--- src/common/erx_defines.svh ---
// Build-time constants for the eMesh receive core
// ERX_FIFO_FULL_LEVEL must leave room for the two pipeline stages
// plus one cycle of upstream wait reaction, so keep depth - 3 or lower
// ERX_PAGE_ENTRIES must be a power of two, indexed from dstaddr[20 +: n]

`ifndef ERX_DEFINES_SVH
`define ERX_DEFINES_SVH

// ############################################################
// Address classification and remap
// ############################################################

// Upper 12 dest bits that mark a write as a read response
`define ERX_READ_TAG_PAGE 12'h810

// Upper dest bits replaced when translation is off
`define ERX_REMAP_BITS 7
// Source of the replaced bits, only the top ERX_REMAP_BITS matter
`define ERX_REMAP_ADDR 32'h3E000000

// ############################################################
// Queues and page table
// ############################################################

`define ERX_FIFO_DEPTH 16
// Prog-full at or above this fill level
`define ERX_FIFO_FULL_LEVEL (`ERX_FIFO_DEPTH - 3)

`define ERX_PAGE_ENTRIES 16

`endif
--- src/common/erx_cfg_pkg.sv ---
// Configuration and classification types for the receive core
// Page entry holds only the upper 12 address bits of the target

package erx_cfg_pkg;

  // One page table slot
  typedef struct packed {
    logic        valid;
    // Replaces dstaddr[31:20] on a hit
    logic [11:0] page;
  } page_entry_t;

  // Destination queue of a transaction
  typedef enum logic [1:0] {
    CLASS_NONE = 2'd0,
    // Plain write
    CLASS_WR   = 2'd1,
    // Read request
    CLASS_RQ   = 2'd2,
    // Write to the read tag page
    CLASS_RR   = 2'd3
  } dest_class_e;

endpackage

--- src/common/emesh_pkg.sv ---
// eMesh transaction payload types
// Field order follows the eMesh bus: write, datamode, ctrlmode,
// dstaddr, srcaddr, data
// Write and response queues drop srcaddr and the write flag

package emesh_pkg;

  // Full transaction, as carried by the read request queue
  typedef struct packed {
    logic        write;
    // 0 byte, 1 half, 2 word, 3 double
    logic [1:0]  datamode;
    logic [3:0]  ctrlmode;
    logic [31:0] dstaddr;
    // Return address for reads
    logic [31:0] srcaddr;
    logic [31:0] data;
  } emesh_pkt_t;

  // Write or read response
  // Write flag implied by the queue, srcaddr not needed
  typedef struct packed {
    logic [1:0]  datamode;
    logic [3:0]  ctrlmode;
    logic [31:0] dstaddr;
    logic [31:0] data;
  } emesh_wr_t;

endpackage

--- src/source/erx_core.sv ---
// Receive transaction core: translate, distribute, then queue
// Upstream wait is combinational from the FIFO prog-full flags
// Source must honor rd_wait for reads and wr_wait_up for writes,
// one cycle of late reaction is covered by the threshold

`timescale 1ns/100ps
`include "erx_defines.svh"

module erx_core (
  input  logic                                clk,
  input  logic                                rst_n,
  input  logic                                mmu_en,
  input  logic                                rx_enable,
  input  logic                                cfg_write,
  input  logic [$clog2(`ERX_PAGE_ENTRIES)-1:0] cfg_page,
  input  erx_cfg_pkg::page_entry_t            cfg_entry,
  input  logic                                in_access,
  input  logic                                in_write,
  input  logic [1:0]                          in_datamode,
  input  logic [3:0]                          in_ctrlmode,
  input  logic [31:0]                         in_dstaddr,
  input  logic [31:0]                         in_srcaddr,
  input  logic [31:0]                         in_data,
  input  logic                                wr_wait,
  input  logic                                rq_wait,
  input  logic                                rr_wait,
  output logic                                rd_wait,
  output logic                                wr_wait_up,
  output logic                                wr_access,
  output logic [1:0]                          wr_datamode,
  output logic [3:0]                          wr_ctrlmode,
  output logic [31:0]                         wr_dstaddr,
  output logic [31:0]                         wr_data,
  output logic                                rq_access,
  output logic                                rq_write,
  output logic [1:0]                          rq_datamode,
  output logic [3:0]                          rq_ctrlmode,
  output logic [31:0]                         rq_dstaddr,
  output logic [31:0]                         rq_srcaddr,
  output logic [31:0]                         rq_data,
  output logic                                rr_access,
  output logic [1:0]                          rr_datamode,
  output logic [3:0]                          rr_ctrlmode,
  output logic [31:0]                         rr_dstaddr,
  output logic [31:0]                         rr_data
);

  // Translation stage to distributor
  logic        st_access;
  logic        st_write;
  logic [1:0]  st_datamode;
  logic [3:0]  st_ctrlmode;
  logic [31:0] st_dstaddr;
  logic [31:0] st_srcaddr;
  logic [31:0] st_data;
  logic        st_translated;

  // Distributor to queues
  logic                  wr_push;
  logic                  rq_push;
  logic                  rr_push;
  emesh_pkg::emesh_pkt_t dist_pkt;
  emesh_pkg::emesh_wr_t  dist_wr;

  // Queue heads and fill flags
  emesh_pkg::emesh_wr_t  wr_head;
  emesh_pkg::emesh_pkt_t rq_head;
  emesh_pkg::emesh_wr_t  rr_head;
  logic                  wr_full;
  logic                  rq_full;
  logic                  rr_full;

  erx_mmu u_mmu (
    .clk, .rst_n, .mmu_en, .cfg_write, .cfg_page, .cfg_entry,
    .in_access, .in_write, .in_datamode, .in_ctrlmode,
    .in_dstaddr, .in_srcaddr, .in_data,
    .st_access, .st_write, .st_datamode, .st_ctrlmode,
    .st_dstaddr, .st_srcaddr, .st_data, .st_translated
  );

  erx_disty u_disty (
    .clk, .rst_n, .rx_enable,
    .st_access, .st_write, .st_datamode, .st_ctrlmode,
    .st_dstaddr, .st_srcaddr, .st_data, .st_translated,
    .wr_push, .rq_push, .rr_push, .out_pkt(dist_pkt)
  );

  // Write and response queues take the short payload
  assign dist_wr = '{datamode: dist_pkt.datamode, ctrlmode: dist_pkt.ctrlmode,
                     dstaddr: dist_pkt.dstaddr, data: dist_pkt.data};

  // ############################################################
  // Queues
  // ############################################################

  erx_fifo #(.payload_t(emesh_pkg::emesh_wr_t)) fifo_wr (
    .clk, .rst_n, .push(wr_push), .push_data(dist_wr), .wait_in(wr_wait),
    .access(wr_access), .pop_data(wr_head), .prog_full(wr_full)
  );

  erx_fifo #(.payload_t(emesh_pkg::emesh_pkt_t)) fifo_rq (
    .clk, .rst_n, .push(rq_push), .push_data(dist_pkt), .wait_in(rq_wait),
    .access(rq_access), .pop_data(rq_head), .prog_full(rq_full)
  );

  erx_fifo #(.payload_t(emesh_pkg::emesh_wr_t)) fifo_rr (
    .clk, .rst_n, .push(rr_push), .push_data(dist_wr), .wait_in(rr_wait),
    .access(rr_access), .pop_data(rr_head), .prog_full(rr_full)
  );

  assign {wr_datamode, wr_ctrlmode, wr_dstaddr, wr_data} = wr_head;
  assign {rq_write, rq_datamode, rq_ctrlmode, rq_dstaddr, rq_srcaddr, rq_data} = rq_head;
  assign {rr_datamode, rr_ctrlmode, rr_dstaddr, rr_data} = rr_head;

  // Same grouping as the eMesh endpoint: reads vs. write-type traffic
  assign rd_wait    = rq_full;
  assign wr_wait_up = wr_full | rr_full;

endmodule

--- src/source/erx_fifo.sv ---
// Synchronous FIFO with eMesh access/wait read side
// Access is high whenever the FIFO holds data; head is shown directly
// A write lands on the edge after push, so an empty FIFO raises
// access in the next cycle
// Overflow is prevented upstream by the prog-full threshold

`timescale 1ns/100ps
`include "erx_defines.svh"

module erx_fifo #(
  parameter type payload_t = logic [31:0]
) (
  input  logic     clk,
  input  logic     rst_n,
  input  logic     push,
  input  payload_t push_data,
  input  logic     wait_in,
  output logic     access,
  output payload_t pop_data,
  output logic     prog_full
);

  localparam int DEPTH = `ERX_FIFO_DEPTH;
  localparam int PTR_W = $clog2(DEPTH);
  localparam int CNT_W = $clog2(DEPTH + 1);

  payload_t         mem [DEPTH];
  logic [PTR_W-1:0] wr_ptr;
  logic [PTR_W-1:0] rd_ptr;
  logic [CNT_W-1:0] count;
  logic             pop;

  // Wrap for depths that are not a power of two
  function automatic logic [PTR_W-1:0] next_ptr(input logic [PTR_W-1:0] ptr);
    if (ptr == PTR_W'(DEPTH - 1))
      return '0;
    return ptr + 1'b1;
  endfunction

  // ############################################################
  // Read side
  // ############################################################

  assign access    = (count != '0);
  // Transfer when access high and wait low
  assign pop       = access & ~wait_in;
  assign pop_data  = mem[rd_ptr];
  assign prog_full = (count >= CNT_W'(`ERX_FIFO_FULL_LEVEL));

  // ############################################################
  // Storage and pointers
  // ############################################################

  always_ff @(posedge clk)
  begin
    if (push)
      mem[wr_ptr] <= push_data;
  end

  always_ff @(posedge clk or negedge rst_n)
  begin
    if (!rst_n)
    begin
      wr_ptr <= '0;
      rd_ptr <= '0;
      count  <= '0;
    end
    else
    begin
      if (push)
        wr_ptr <= next_ptr(wr_ptr);
      if (pop)
        rd_ptr <= next_ptr(rd_ptr);
      // Count moves only when one side is active
      if (push && !pop)
        count <= count + 1'b1;
      else if (pop && !push)
        count <= count - 1'b1;
    end
  end

  // Threshold must leave room for everything still in the pipeline
  a_no_overflow: assert property (@(posedge clk) disable iff (!rst_n)
    push |-> (count != CNT_W'(DEPTH)));

  // eMesh rule: a stalled head stays put until taken
  a_hold_on_wait: assert property (@(posedge clk) disable iff (!rst_n)
    (access && wait_in) |=> (access && $stable(pop_data)));

endmodule

--- src/source/erx_disty.sv ---
// Distributor stage, one cycle
// Classifies on the dest address before remap; remap only touches the
// top ERX_REMAP_BITS, which lie inside the 12-bit tag compare
// Everything is dropped while rx_enable is low

`timescale 1ns/100ps
`include "erx_defines.svh"

module erx_disty (
  input  logic                    clk,
  input  logic                    rst_n,
  input  logic                    rx_enable,
  input  logic                    st_access,
  input  logic                    st_write,
  input  logic [1:0]              st_datamode,
  input  logic [3:0]              st_ctrlmode,
  input  logic [31:0]             st_dstaddr,
  input  logic [31:0]             st_srcaddr,
  input  logic [31:0]             st_data,
  input  logic                    st_translated,
  output logic                    wr_push,
  output logic                    rq_push,
  output logic                    rr_push,
  output emesh_pkg::emesh_pkt_t   out_pkt
);

  localparam int          REMAP_BITS = `ERX_REMAP_BITS;
  localparam logic [31:0] REMAP_ADDR = `ERX_REMAP_ADDR;
  localparam logic [11:0] READ_TAG   = `ERX_READ_TAG_PAGE;

  erx_cfg_pkg::dest_class_e dest_class;
  logic [31:0]              final_addr;

  // ############################################################
  // Remap when no translation happened
  // ############################################################

  assign final_addr = st_translated ? st_dstaddr :
                      {REMAP_ADDR[31 -: REMAP_BITS], st_dstaddr[31-REMAP_BITS:0]};

  // ############################################################
  // Classification
  // ############################################################

  always_comb
  begin
    if (!st_access || !rx_enable)
      dest_class = erx_cfg_pkg::CLASS_NONE;
    else if (!st_write)
      dest_class = erx_cfg_pkg::CLASS_RQ;
    // Write to the tag page is a returning read
    else if (st_dstaddr[31:20] == READ_TAG)
      dest_class = erx_cfg_pkg::CLASS_RR;
    else
      dest_class = erx_cfg_pkg::CLASS_WR;
  end

  always_ff @(posedge clk or negedge rst_n)
  begin
    if (!rst_n)
    begin
      wr_push <= 1'b0;
      rq_push <= 1'b0;
      rr_push <= 1'b0;
    end
    else
    begin
      wr_push <= (dest_class == erx_cfg_pkg::CLASS_WR);
      rq_push <= (dest_class == erx_cfg_pkg::CLASS_RQ);
      rr_push <= (dest_class == erx_cfg_pkg::CLASS_RR);
    end
  end

  // Shared payload for all three queues
  always_ff @(posedge clk)
  begin
    out_pkt.write    <= st_write;
    out_pkt.datamode <= st_datamode;
    out_pkt.ctrlmode <= st_ctrlmode;
    out_pkt.dstaddr  <= final_addr;
    out_pkt.srcaddr  <= st_srcaddr;
    out_pkt.data     <= st_data;
  end

  // One shared payload, so only one queue may take it
  a_one_push: assert property (@(posedge clk) disable iff (!rst_n)
    $onehot0({wr_push, rq_push, rr_push}));

endmodule

--- src/source/erx_mmu.sv ---
// Address translation stage, one cycle
// Page table is indexed by dstaddr[23:20] and replaces dstaddr[31:20]
// A config write and a lookup of the same slot in one cycle see the
// old entry

`timescale 1ns/100ps
`include "erx_defines.svh"

module erx_mmu (
  input  logic                                clk,
  input  logic                                rst_n,
  input  logic                                mmu_en,
  input  logic                                cfg_write,
  input  logic [$clog2(`ERX_PAGE_ENTRIES)-1:0] cfg_page,
  input  erx_cfg_pkg::page_entry_t            cfg_entry,
  input  logic                                in_access,
  input  logic                                in_write,
  input  logic [1:0]                          in_datamode,
  input  logic [3:0]                          in_ctrlmode,
  input  logic [31:0]                         in_dstaddr,
  input  logic [31:0]                         in_srcaddr,
  input  logic [31:0]                         in_data,
  output logic                                st_access,
  output logic                                st_write,
  output logic [1:0]                          st_datamode,
  output logic [3:0]                          st_ctrlmode,
  output logic [31:0]                         st_dstaddr,
  output logic [31:0]                         st_srcaddr,
  output logic [31:0]                         st_data,
  output logic                                st_translated
);

  localparam int IDX_W = $clog2(`ERX_PAGE_ENTRIES);

  // Valid bits are control state, pages are payload
  logic [`ERX_PAGE_ENTRIES-1:0] page_valid;
  logic [11:0]                  page_addr [`ERX_PAGE_ENTRIES];
  logic [IDX_W-1:0]             lookup_idx;
  logic                         hit;

  // ############################################################
  // Page table
  // ############################################################

  always_ff @(posedge clk or negedge rst_n)
  begin
    if (!rst_n)
      page_valid <= '0;
    else if (cfg_write)
      page_valid[cfg_page] <= cfg_entry.valid;
  end

  always_ff @(posedge clk)
  begin
    if (cfg_write)
      page_addr[cfg_page] <= cfg_entry.page;
  end

  // ############################################################
  // Lookup and stage register
  // ############################################################

  assign lookup_idx = in_dstaddr[20 +: IDX_W];
  // Hit only with translation on and a valid slot
  assign hit        = mmu_en & page_valid[lookup_idx];

  always_ff @(posedge clk or negedge rst_n)
  begin
    if (!rst_n)
      st_access <= 1'b0;
    else
      st_access <= in_access;
  end

  always_ff @(posedge clk)
  begin
    st_write      <= in_write;
    st_datamode   <= in_datamode;
    st_ctrlmode   <= in_ctrlmode;
    st_dstaddr    <= hit ? {page_addr[lookup_idx], in_dstaddr[19:0]} : in_dstaddr;
    st_srcaddr    <= in_srcaddr;
    st_data       <= in_data;
    // Tells the distributor to skip the fixed remap
    st_translated <= hit;
  end

  // Write flag decides the queue, so it must be known
  a_write_known: assert property (@(posedge clk) disable iff (!rst_n)
    in_access |-> !$isunknown(in_write));

endmodule

--- config.mk ---
export PLATFORM = sky130hd
export DESIGN_NAME = erx_core
export DESIGN_NICKNAME = d
export VERILOG_FILES = /design/src/common/erx_cfg_pkg.sv /design/src/common/emesh_pkg.sv /design/src/source/erx_core.sv /design/src/source/erx_fifo.sv /design/src/source/erx_disty.sv /design/src/source/erx_mmu.sv
export VERILOG_INCLUDE_DIRS = /design/src /design/src/common
export SDC_FILE = /design/constraint.sdc
export NUM_CORES = 2
export LEC_CHECK = 0
export BUFFER_PORTS_ARGS = -buffer_cell sky130_fd_sc_hd__buf_2
export CELL_PAD_IN_SITES_DETAIL_PLACEMENT = 1
export CELL_PAD_IN_SITES_GLOBAL_PLACEMENT = 1
export CORE_MARGIN = 5
export CORE_UTILIZATION = 39
export DETAILED_ROUTE_END_ITERATION = 16
export PLACE_DENSITY_LB_ADDON = 0.1
export SLEW_MARGIN = 0
export SYNTH_ARGS = -nofsm -noshare
export SYNTH_HDL_FRONTEND = slang
export SYNTH_HIERARCHICAL = 1
export SYNTH_SLANG_ARGS = --single-unit
export TNS_END_PERCENT = 20
--- constraint.sdc ---
create_clock -name clk -period 12.5 [get_ports clk]
set_input_delay 0.625 -clock clk [delete_from_list [all_inputs] [get_ports clk]]
set_output_delay 0.625 -clock clk [all_outputs]
set_load 0.01 [all_outputs]
After elaboration in Yosys (flattened, before gate mapping)
Memories as Yosys holds them, arrays and structs flattened.
Index checks and enable logic that the tools add are counted.
{ "totals": {"register_bits": 266, "ramBits": 4080, "output_inout_bits": 248, "wordCells": 137, "n_memories": 4} }
{ "classes": {"add_sub_neg": 12, "n_lt_le_gt_ge": 6, "eq_ne": 10, "muxes": 47, "n_bitwise": 8, "n_reduce_logical": 22} }
{ "memory_table": {"columns": ["name", "words", "word_bits", "rd", "rd_ports_with_merged_regs", "wr", "line", "source"], "rows": [
  ["fifo_rq.mem", 16, 103, 1, 0, 1, "erx_fifo.sv:27", "payload_t mem [DEPTH];"],
  ["fifo_rr.mem", 16, 70, 1, 0, 1, "erx_fifo.sv:27", null],
  ["fifo_wr.mem", 16, 70, 1, 0, 1, "erx_fifo.sv:27", null],
  ["u_mmu.page_addr", 16, 12, 1, 0, 1, "erx_mmu.sv:37", "logic [11:0] page_addr [`ERX_PAGE_ENTRIES];"]
]} }
{ "ops": {"columns": ["operator", "count"], "rows": [
  ["4-bit two-way mux", 12],
  ["32-bit two-way mux", 1],
  ["5-bit two-way mux", 6],
  ["4-bit by 1-bit adder with 4-bit output (second input constant)", 6],
  ["4-bit equality test (second input constant)", 6],
  ["1-bit two-way mux", 22],
  ["16-bit bitwise mux", 1],
  ["5-bit by 1-bit adder with 5-bit output (second input constant)", 3],
  ["5-bit by 4-bit >= comparator with 1-bit output (second input constant)", 3],
  ["5-bit nonzero test", 3],
  ["5-bit by 1-bit subtractor with 5-bit output (second input constant)", 3],
  ["12-bit equality test (second input constant)", 1],
  ["4-bit by 5-bit < comparator with 1-bit output (second input constant)", 2],
  ["1-bit zero test", 8],
  ["1-bit logical AND", 7],
  ["2-bit two-way mux", 3],
  ["2-bit nonzero test", 3],
  ["1-bit AND", 4],
  ["1-bit binary-select mux with 4-bit select", 1],
  ["1-bit demux with 4-bit select", 1],
  ["2-bit equality test (second input constant)", 2],
  ["4-bit by 1-bit >= comparator with 1-bit output (second input constant)", 1],
  ["1-bit NOT", 3],
  ["2-bit by 1-bit equality test with 1-bit output (second input constant)", 1],
  ["other kinds (2)", 2]
]} }

Logic depth before layout (Yosys ltp)
{ "depth": {"ltp_word": 5, "ltp_mapped": 10, "depth_no_buf": 10} }

By module
The synthesis kept the hierarchy.
{ "modules_own_cells": {"columns": ["module", "n_inst", "cells_each", "area_each_um2", "seq_area_each_um2"], "rows": [
  ["erx_fifo (fifo_rr ...)", 2, 1961, 43442.9, 33957.6],
  ["erx_fifo (fifo_rq)", 1, 2838, 63485.9, 49812.8],
  ["erx_mmu", 1, 487, 10309.9, 8272.9],
  ["erx_disty", 1, 122, 2242.2, 2137.0],
  ["erx_core", 1, 1, 6.3, 0.0]
]} }

Least setup slack after synthesis
Ideal clock, no wire load.
{ "synth_timing": {"path_type": "flip-flop to flip-flop", "start": "register fifo_rq.wr_ptr[0]", "end": "memory fifo_rq/mem[8][0] in the netlist's numbering (enable)", "arrival_time_ns": 8.286, "t_required_ns": 11.788, "setup_slack_ns": 3.502, "path_stages_with_launch": 5, "period_less_slack_ns": 8.998, "path_cell_list": "dfrtp_1 > inv_1 > ha_1 > nand2_1 > nor3b_1"} }
{ "synth_rtl": {"columns": ["element", "line", "source"], "rows": [
  ["start: declaration", "erx_fifo.sv:28", "logic [PTR_W-1:0] wr_ptr;"],
  ["start signal: assignment", "erx_fifo.sv:71", "wr_ptr <= next_ptr(wr_ptr);"],
  ["end: declaration", "erx_fifo.sv:27", null]
]} }
No word-level cell before the write port.

Worst setup path after layout
{ "layout_timing": {"start": "register fifo_rq.rd_ptr[0]", "end": "output rq_srcaddr[15]"} }
{ "layout_between": {"elab_chain_len": 1} }
{ "layout_rtl": {"columns": ["element", "line", "source"], "rows": [
  ["start: declaration", "erx_fifo.sv:29", "logic [PTR_W-1:0] rd_ptr;"],
  ["start signal: assignment", "erx_fifo.sv:73", "rd_ptr <= next_ptr(rd_ptr);"],
  ["memory 16 x 103 bit", null, null],
  ["end: declaration", "erx_core.sv:39", "output logic [31:0] rq_srcaddr,"]
]} }
Every way passes these cells.

==> tab_implementation.tex <==
\begin{tabular}{lr}
\hline
Metric & Value \\
\hline
\multicolumn{2}{l}{\textbf{Status}} \\
\quad Result of the run & finished clean \\
\multicolumn{2}{l}{\textbf{Floorplanning}} \\
\quad Die width & 656 µm \\
\quad Site row count & between 200 and 250 \\
\quad Full die area & 0.431 mm² \\
\quad I/O pin count & 377 \\
\quad Initial Utilization & 39.1\% \\
\quad Die span in y & 656 µm \\
\quad Placeable Area & 0.416 mm² \\
\multicolumn{2}{l}{\textbf{Global route}} \\
\quad Pin count of the biggest net entering global routing & 152 \\
\quad Global-route wire length before repair & 637 mm \\
\quad Vias in the first global route & 85,100 \\
\quad Total congestion overflow & 0 \\
\quad Total routing resource utilization after global routing & 20.5\% \\
\quad Initial antenna violation count & 56 \\
\multicolumn{2}{l}{\textbf{Power and ir drop}} \\
\quad Pwr/cell area & 222 mW/mm² \\
\quad Relative contribution of sequential cells to total power & between 40\% and 50\% \\
\quad Worst VDD drop & 0.213 mV \\
\quad Switching Fraction & a little under a third \\
\quad Power Internal & 28.8 mW \\
\quad Combinational fraction of design power & 26.6\% \\
\quad Static Leakage & 60.5 nW \\
\quad Power after layout & around 42 mW \\
\quad Switching pwr & 12.9 mW \\
\quad Clk network pwr share & around a third \\
\multicolumn{2}{l}{\textbf{Hold path}} \\
\quad Hold WC Path Type & input pin to flip-flop \\
\multicolumn{2}{l}{\textbf{Final layout}} \\
\quad Most frequent cells in the layout & 4,080 x sky130\_fd\_sc\_hd\_\_edfxtp\_1, 779 x sky130\_fd\_sc\_hd\_\_mux4\_2, 737 x sky130\_fd\_sc\_hd\_\_mux2i\_1 \\
\quad Ratio of cells with drive above 1 in the final layout & 25.9\% \\
\quad Final instance area & 0.188 mm² \\
\quad Commonest non-fill, non-tap cell in the layout & sky130\_fd\_sc\_hd\_\_edfxtp\_1 \\
\quad Number of fill cells in the layout & 37,800 \\
\quad Area overhead of the layout relative to synthesis & 15.5\% \\
\quad Layout net count & 8,262 \\
\quad Layout Cells excl Fill & 14,000 \\
\multicolumn{2}{l}{\textbf{Clock network}} \\
\quad Clk root buf & sky130\_fd\_sc\_hd\_\_clkbuf\_16 \\
\quad Clock tree buffer depth & 4 \\
\quad Clock-pin slew of the registers on the worst-case setup and hold paths & about 0.060 ns \\
\quad TritonCTS clock tree & done \\
\quad Clock insertion delay at the later pin of the skew report & 0.98 ns \\
\quad TritonCTS buffer count & 471 \\
\quad Count of buffers added by post-CTS timing repair for setup & 0 \\
\quad Clock sink count & between 4,000 and 5,000 \\
\quad H-tree level count & 5 \\
\multicolumn{2}{l}{\textbf{Drt}} \\
\quad Final routed DRC violation total & 0 \\
\quad Highest metal layer used by the detailed router & met5 \\
\quad Vias per std cell & 5.59 \\
\quad ANT nets after route & 0 \\
\quad Via total after detailed routing & 78,600 \\
\quad Detailed-routing wirelength on met1 & approximately 190 mm \\
\quad Routed length per instance & roughly 32 µm \\
\quad Final wirelength & approximately 450 mm \\
\quad Met3 wirelength from detailed routing & 21.1 mm \\
\quad Drt first-iter violations & 6,419 \\
\quad First drt pass iteration count & 5 \\
\quad Met2 wirelength from detailed routing & between 200 and 250 mm \\
\multicolumn{2}{l}{\textbf{Synthesis}} \\
\quad Post-synthesis sequential element count & 4,346 \\
\quad Cell variety after synth & 47 \\
\quad Number of nets in the synthesized netlist & 7,529 \\
\quad Sequential-to-total area share from yosys stat & 78.6\% \\
\quad Main synth FF type & sky130\_fd\_sc\_hd\_\_edfxtp\_1 \\
\quad Total of warnings raised by yosys & 6 \\
\quad Area of the mapped netlist & 0.163 mm² \\
\quad FFs w/ async S/R, synth & 1.36\% \\
\quad Count of flip-flops with a built-in enable after synthesis & around 4,100 \\
\quad Cell count after synthesis & 7,370 \\
\quad Average footprint of a synthesized cell & 22.1 µm² \\
\multicolumn{2}{l}{\textbf{Timing}} \\
\quad Final-report setup violation count & 0 \\
\quad Measured slew at the worst slew-check pin & approximately 1.3 ns \\
\quad Post-route fraction of the period consumed by the critical path & between 40\% and 50\% \\
\quad Slew Viols, Final & 0 \\
\quad Clock Skew & just over 0.03 ns \\
\quad Setup repair after global routing missed its margin & false \\
\quad Final setup TNS & 0 ns \\
\quad Maximum clock rate & 164 MHz \\
\quad Shortest clock period the worst path allows after layout & about 6 ns \\
\quad Relative max-transition margin & 15.5\% \\
\quad Final number of hold-violating endpoints & 0 \\
\multicolumn{2}{l}{\textbf{Setup path}} \\
\quad Critical setup path kind & flip-flop to output port \\
\quad Worst r2r dst & fifo\_rr/mem[2][47]\$\_DFFE\_PP\_ \\
\quad Data arrival time of the worst path & 5.49 ns \\
\quad Worst setup path endpoint & rq\_srcaddr[15] \\
\quad Worst-path maximum fanout & between 90 and 100 \\
\quad Delay of the slowest cell on the worst path & 0.88 ns \\
\quad Endpoint class of the critical path & output port \\
\quad Cells along the critical path & buf\_12, buf\_12, buf\_4, mux4\_2, a32oi\_1, o21ai\_1, buf\_2 \\
\quad Launching element type of the critical path & flip-flop \\
\quad Launch instance of the worst register-to-register path & u\_disty/rr\_push\$\_DFF\_PN0\_ \\
\quad Cell count of the worst reg-to-reg path & 4 \\
\quad R2r setup slk & 8.60 ns \\
\quad Slowest library cell on the worst path & sky130\_fd\_sc\_hd\_\_dfrtp\_4 \\
\quad CP required & 11.88 ns \\
\quad Most prevalent standard cell on the critical path & sky130\_fd\_sc\_hd\_\_buf\_12 \\
\quad Origin of the worst setup path & fifo\_rq/rd\_ptr[0]\$\_DFFE\_PN0P\_ \\
\multicolumn{2}{l}{\textbf{Placement}} \\
\quad Placed Instance Area & 0.172 mm² \\
\quad Port Buffers & 376 \\
\quad Post-DP HPWL & 234 mm \\
\quad Placer Congestion & between 0.7 and 0.8 \\
\quad Placed Instances & 13,000 \\
\multicolumn{2}{l}{\textbf{Job}} \\
\quad Max Cap Viol & 0 \\
\hline
\end{tabular}
==> stage by stage <==
step           setup WS, ns  utilization [%]  hold slack [ns]
6_report               6.38             45.2            0.119
5_1_grt                5.98             45.2            0.110
4_1_cts                6.25             45.2           0.0131
3_5_place_dp           7.29             41.2            0.313
3_3_place_gp           7.34             41.2            0.311
2_1_floorplan          3.50                -            0.310
==> state kept, by name, indices dropped and copies added, names as in the netlist, 5 cells and up <==
register,cells
fifo_rq/count,5
fifo_rq/mem,1648
fifo_rr/count,5
fifo_rr/mem,1120
fifo_wr/count,5
fifo_wr/mem,1120
u_disty/out_pkt,103
u_mmu/page_addr,192
u_mmu/page_valid,16
u_mmu/st_data,32
u_mmu/st_dstaddr,32
u_mmu/st_srcaddr,32
==> kinds of logic after synthesis <==
family | after synthesis | share of synthesized area, %
mux | 1553 | 15.6
buf+inv | 428 | 1.39
xor+xnor | 18 | 0.0968
compound gates | 811 | 3.50
simple gates | 184 | 0.550
flops | 4346 | 78.6
fa+ha+maj | 30 | 0.244
==> worst max-delay path: cells and delay by family (launching register included) <==
kind                   cells  cell delay, ns
AO/OA/AOI/OAI              2            0.42
multiplexers               1            0.59
flip-flops                 1            0.88
buffers and inverters      4            2.16
==> Yosys cell counts (17+ instances only) <==
cell type | number | share of area [%]
sky130_fd_sc_hd__dfrtp_1 | 59 | 0.91
sky130_fd_sc_hd__mux2i_1 | 737 | 4.5
sky130_fd_sc_hd__inv_1 | 18 | 0.041
sky130_fd_sc_hd__a22oi_1 | 266 | 1.2
sky130_fd_sc_hd__dfxtp_1 | 207 | 2.5
sky130_fd_sc_hd__mux2_2 | 28 | 0.19
sky130_fd_sc_hd__a32oi_1 | 243 | 1.3
sky130_fd_sc_hd__buf_2 | 142 | 0.44
sky130_fd_sc_hd__ha_1 | 27 | 0.21
sky130_fd_sc_hd__buf_6 | 49 | 0.34
sky130_fd_sc_hd__buf_1 | 34 | 0.078
sky130_fd_sc_hd__nand2_1 | 58 | 0.13
sky130_fd_sc_hd__o21ai_1 | 241 | 0.74
sky130_fd_sc_hd__clkbuf_1 | 153 | 0.35
sky130_fd_sc_hd__mux4_2 | 779 | 11
sky130_fd_sc_hd__o21ai_0 | 22 | 0.068
sky130_fd_sc_hd__nor2_1 | 51 | 0.12
sky130_fd_sc_hd__nor3b_1 | 17 | 0.078
sky130_fd_sc_hd__buf_4 | 30 | 0.14
sky130_fd_sc_hd__edfxtp_1 | 4080 | 75
==> power groups by stage <==
stage | combinational, mW | sequential, mW | clock [mW]
after floorplan | 7.35 | 16.8 | 0
after global placement | 11.4 | 17.2 | 0
after detailed placement | 11.4 | 17.2 | 0
after CTS | 11.5 | 16.9 | 14.2
after global routing | 11.9 | 16.9 | 14.8
final | 11.1 | 16.9 | 13.8
==> worst min path at each step <==
stage / start / end / slack [ns] / depth (start not counted)
floorplan: u_mmu/st_data[0]$_DFF_P_ / u_disty/out_pkt[0]$_DFF_P_ / 0.31 / 0
CTS: cfg_entry[12] / u_mmu/page_valid[12]$_DFFE_PN0P_ / 0.01 / 2
global route: cfg_entry[12] / u_mmu/page_valid[14]$_DFFE_PN0P_ / 0.11 / 2
global placement: u_mmu/st_dstaddr[2]$_DFF_P_ / u_disty/out_pkt[66]$_DFF_P_ / 0.31 / 0
finish: cfg_entry[12] / u_mmu/page_valid[12]$_DFFE_PN0P_ / 0.12 / 2
detailed placement: u_mmu/st_dstaddr[2]$_DFF_P_ / u_disty/out_pkt[66]$_DFF_P_ / 0.31 / 0
==> layer usage <==
layer  track usage (%)  vias to the layer above
met5                 0                        -
met4              6.38                       12
met3              2.93                      697
met2              35.4                     1917
met1              26.8                    43200
li1                  -                    32700
==> what timing repair did <==
item | in CTS | in global routing
resized for setup | 0 | 0
hold endpoints to repair | 330 | 0
hold buffers | 119 | 0
==> layout make-up <==
cell class              count  area [µm²]  area share, %
diodes                     33        82.6         0.0439
clock buffers             658       13300           7.04
clock inverters           230        2160           1.15
inverters                  18        75.1         0.0399
multi-input cells        2596       32900           17.5
flip-flops and latches   4346      128000           68.1
well taps                5497        6880           3.65
repair buffers            670        4580           2.43
Power figures use the tool's default switching activity.
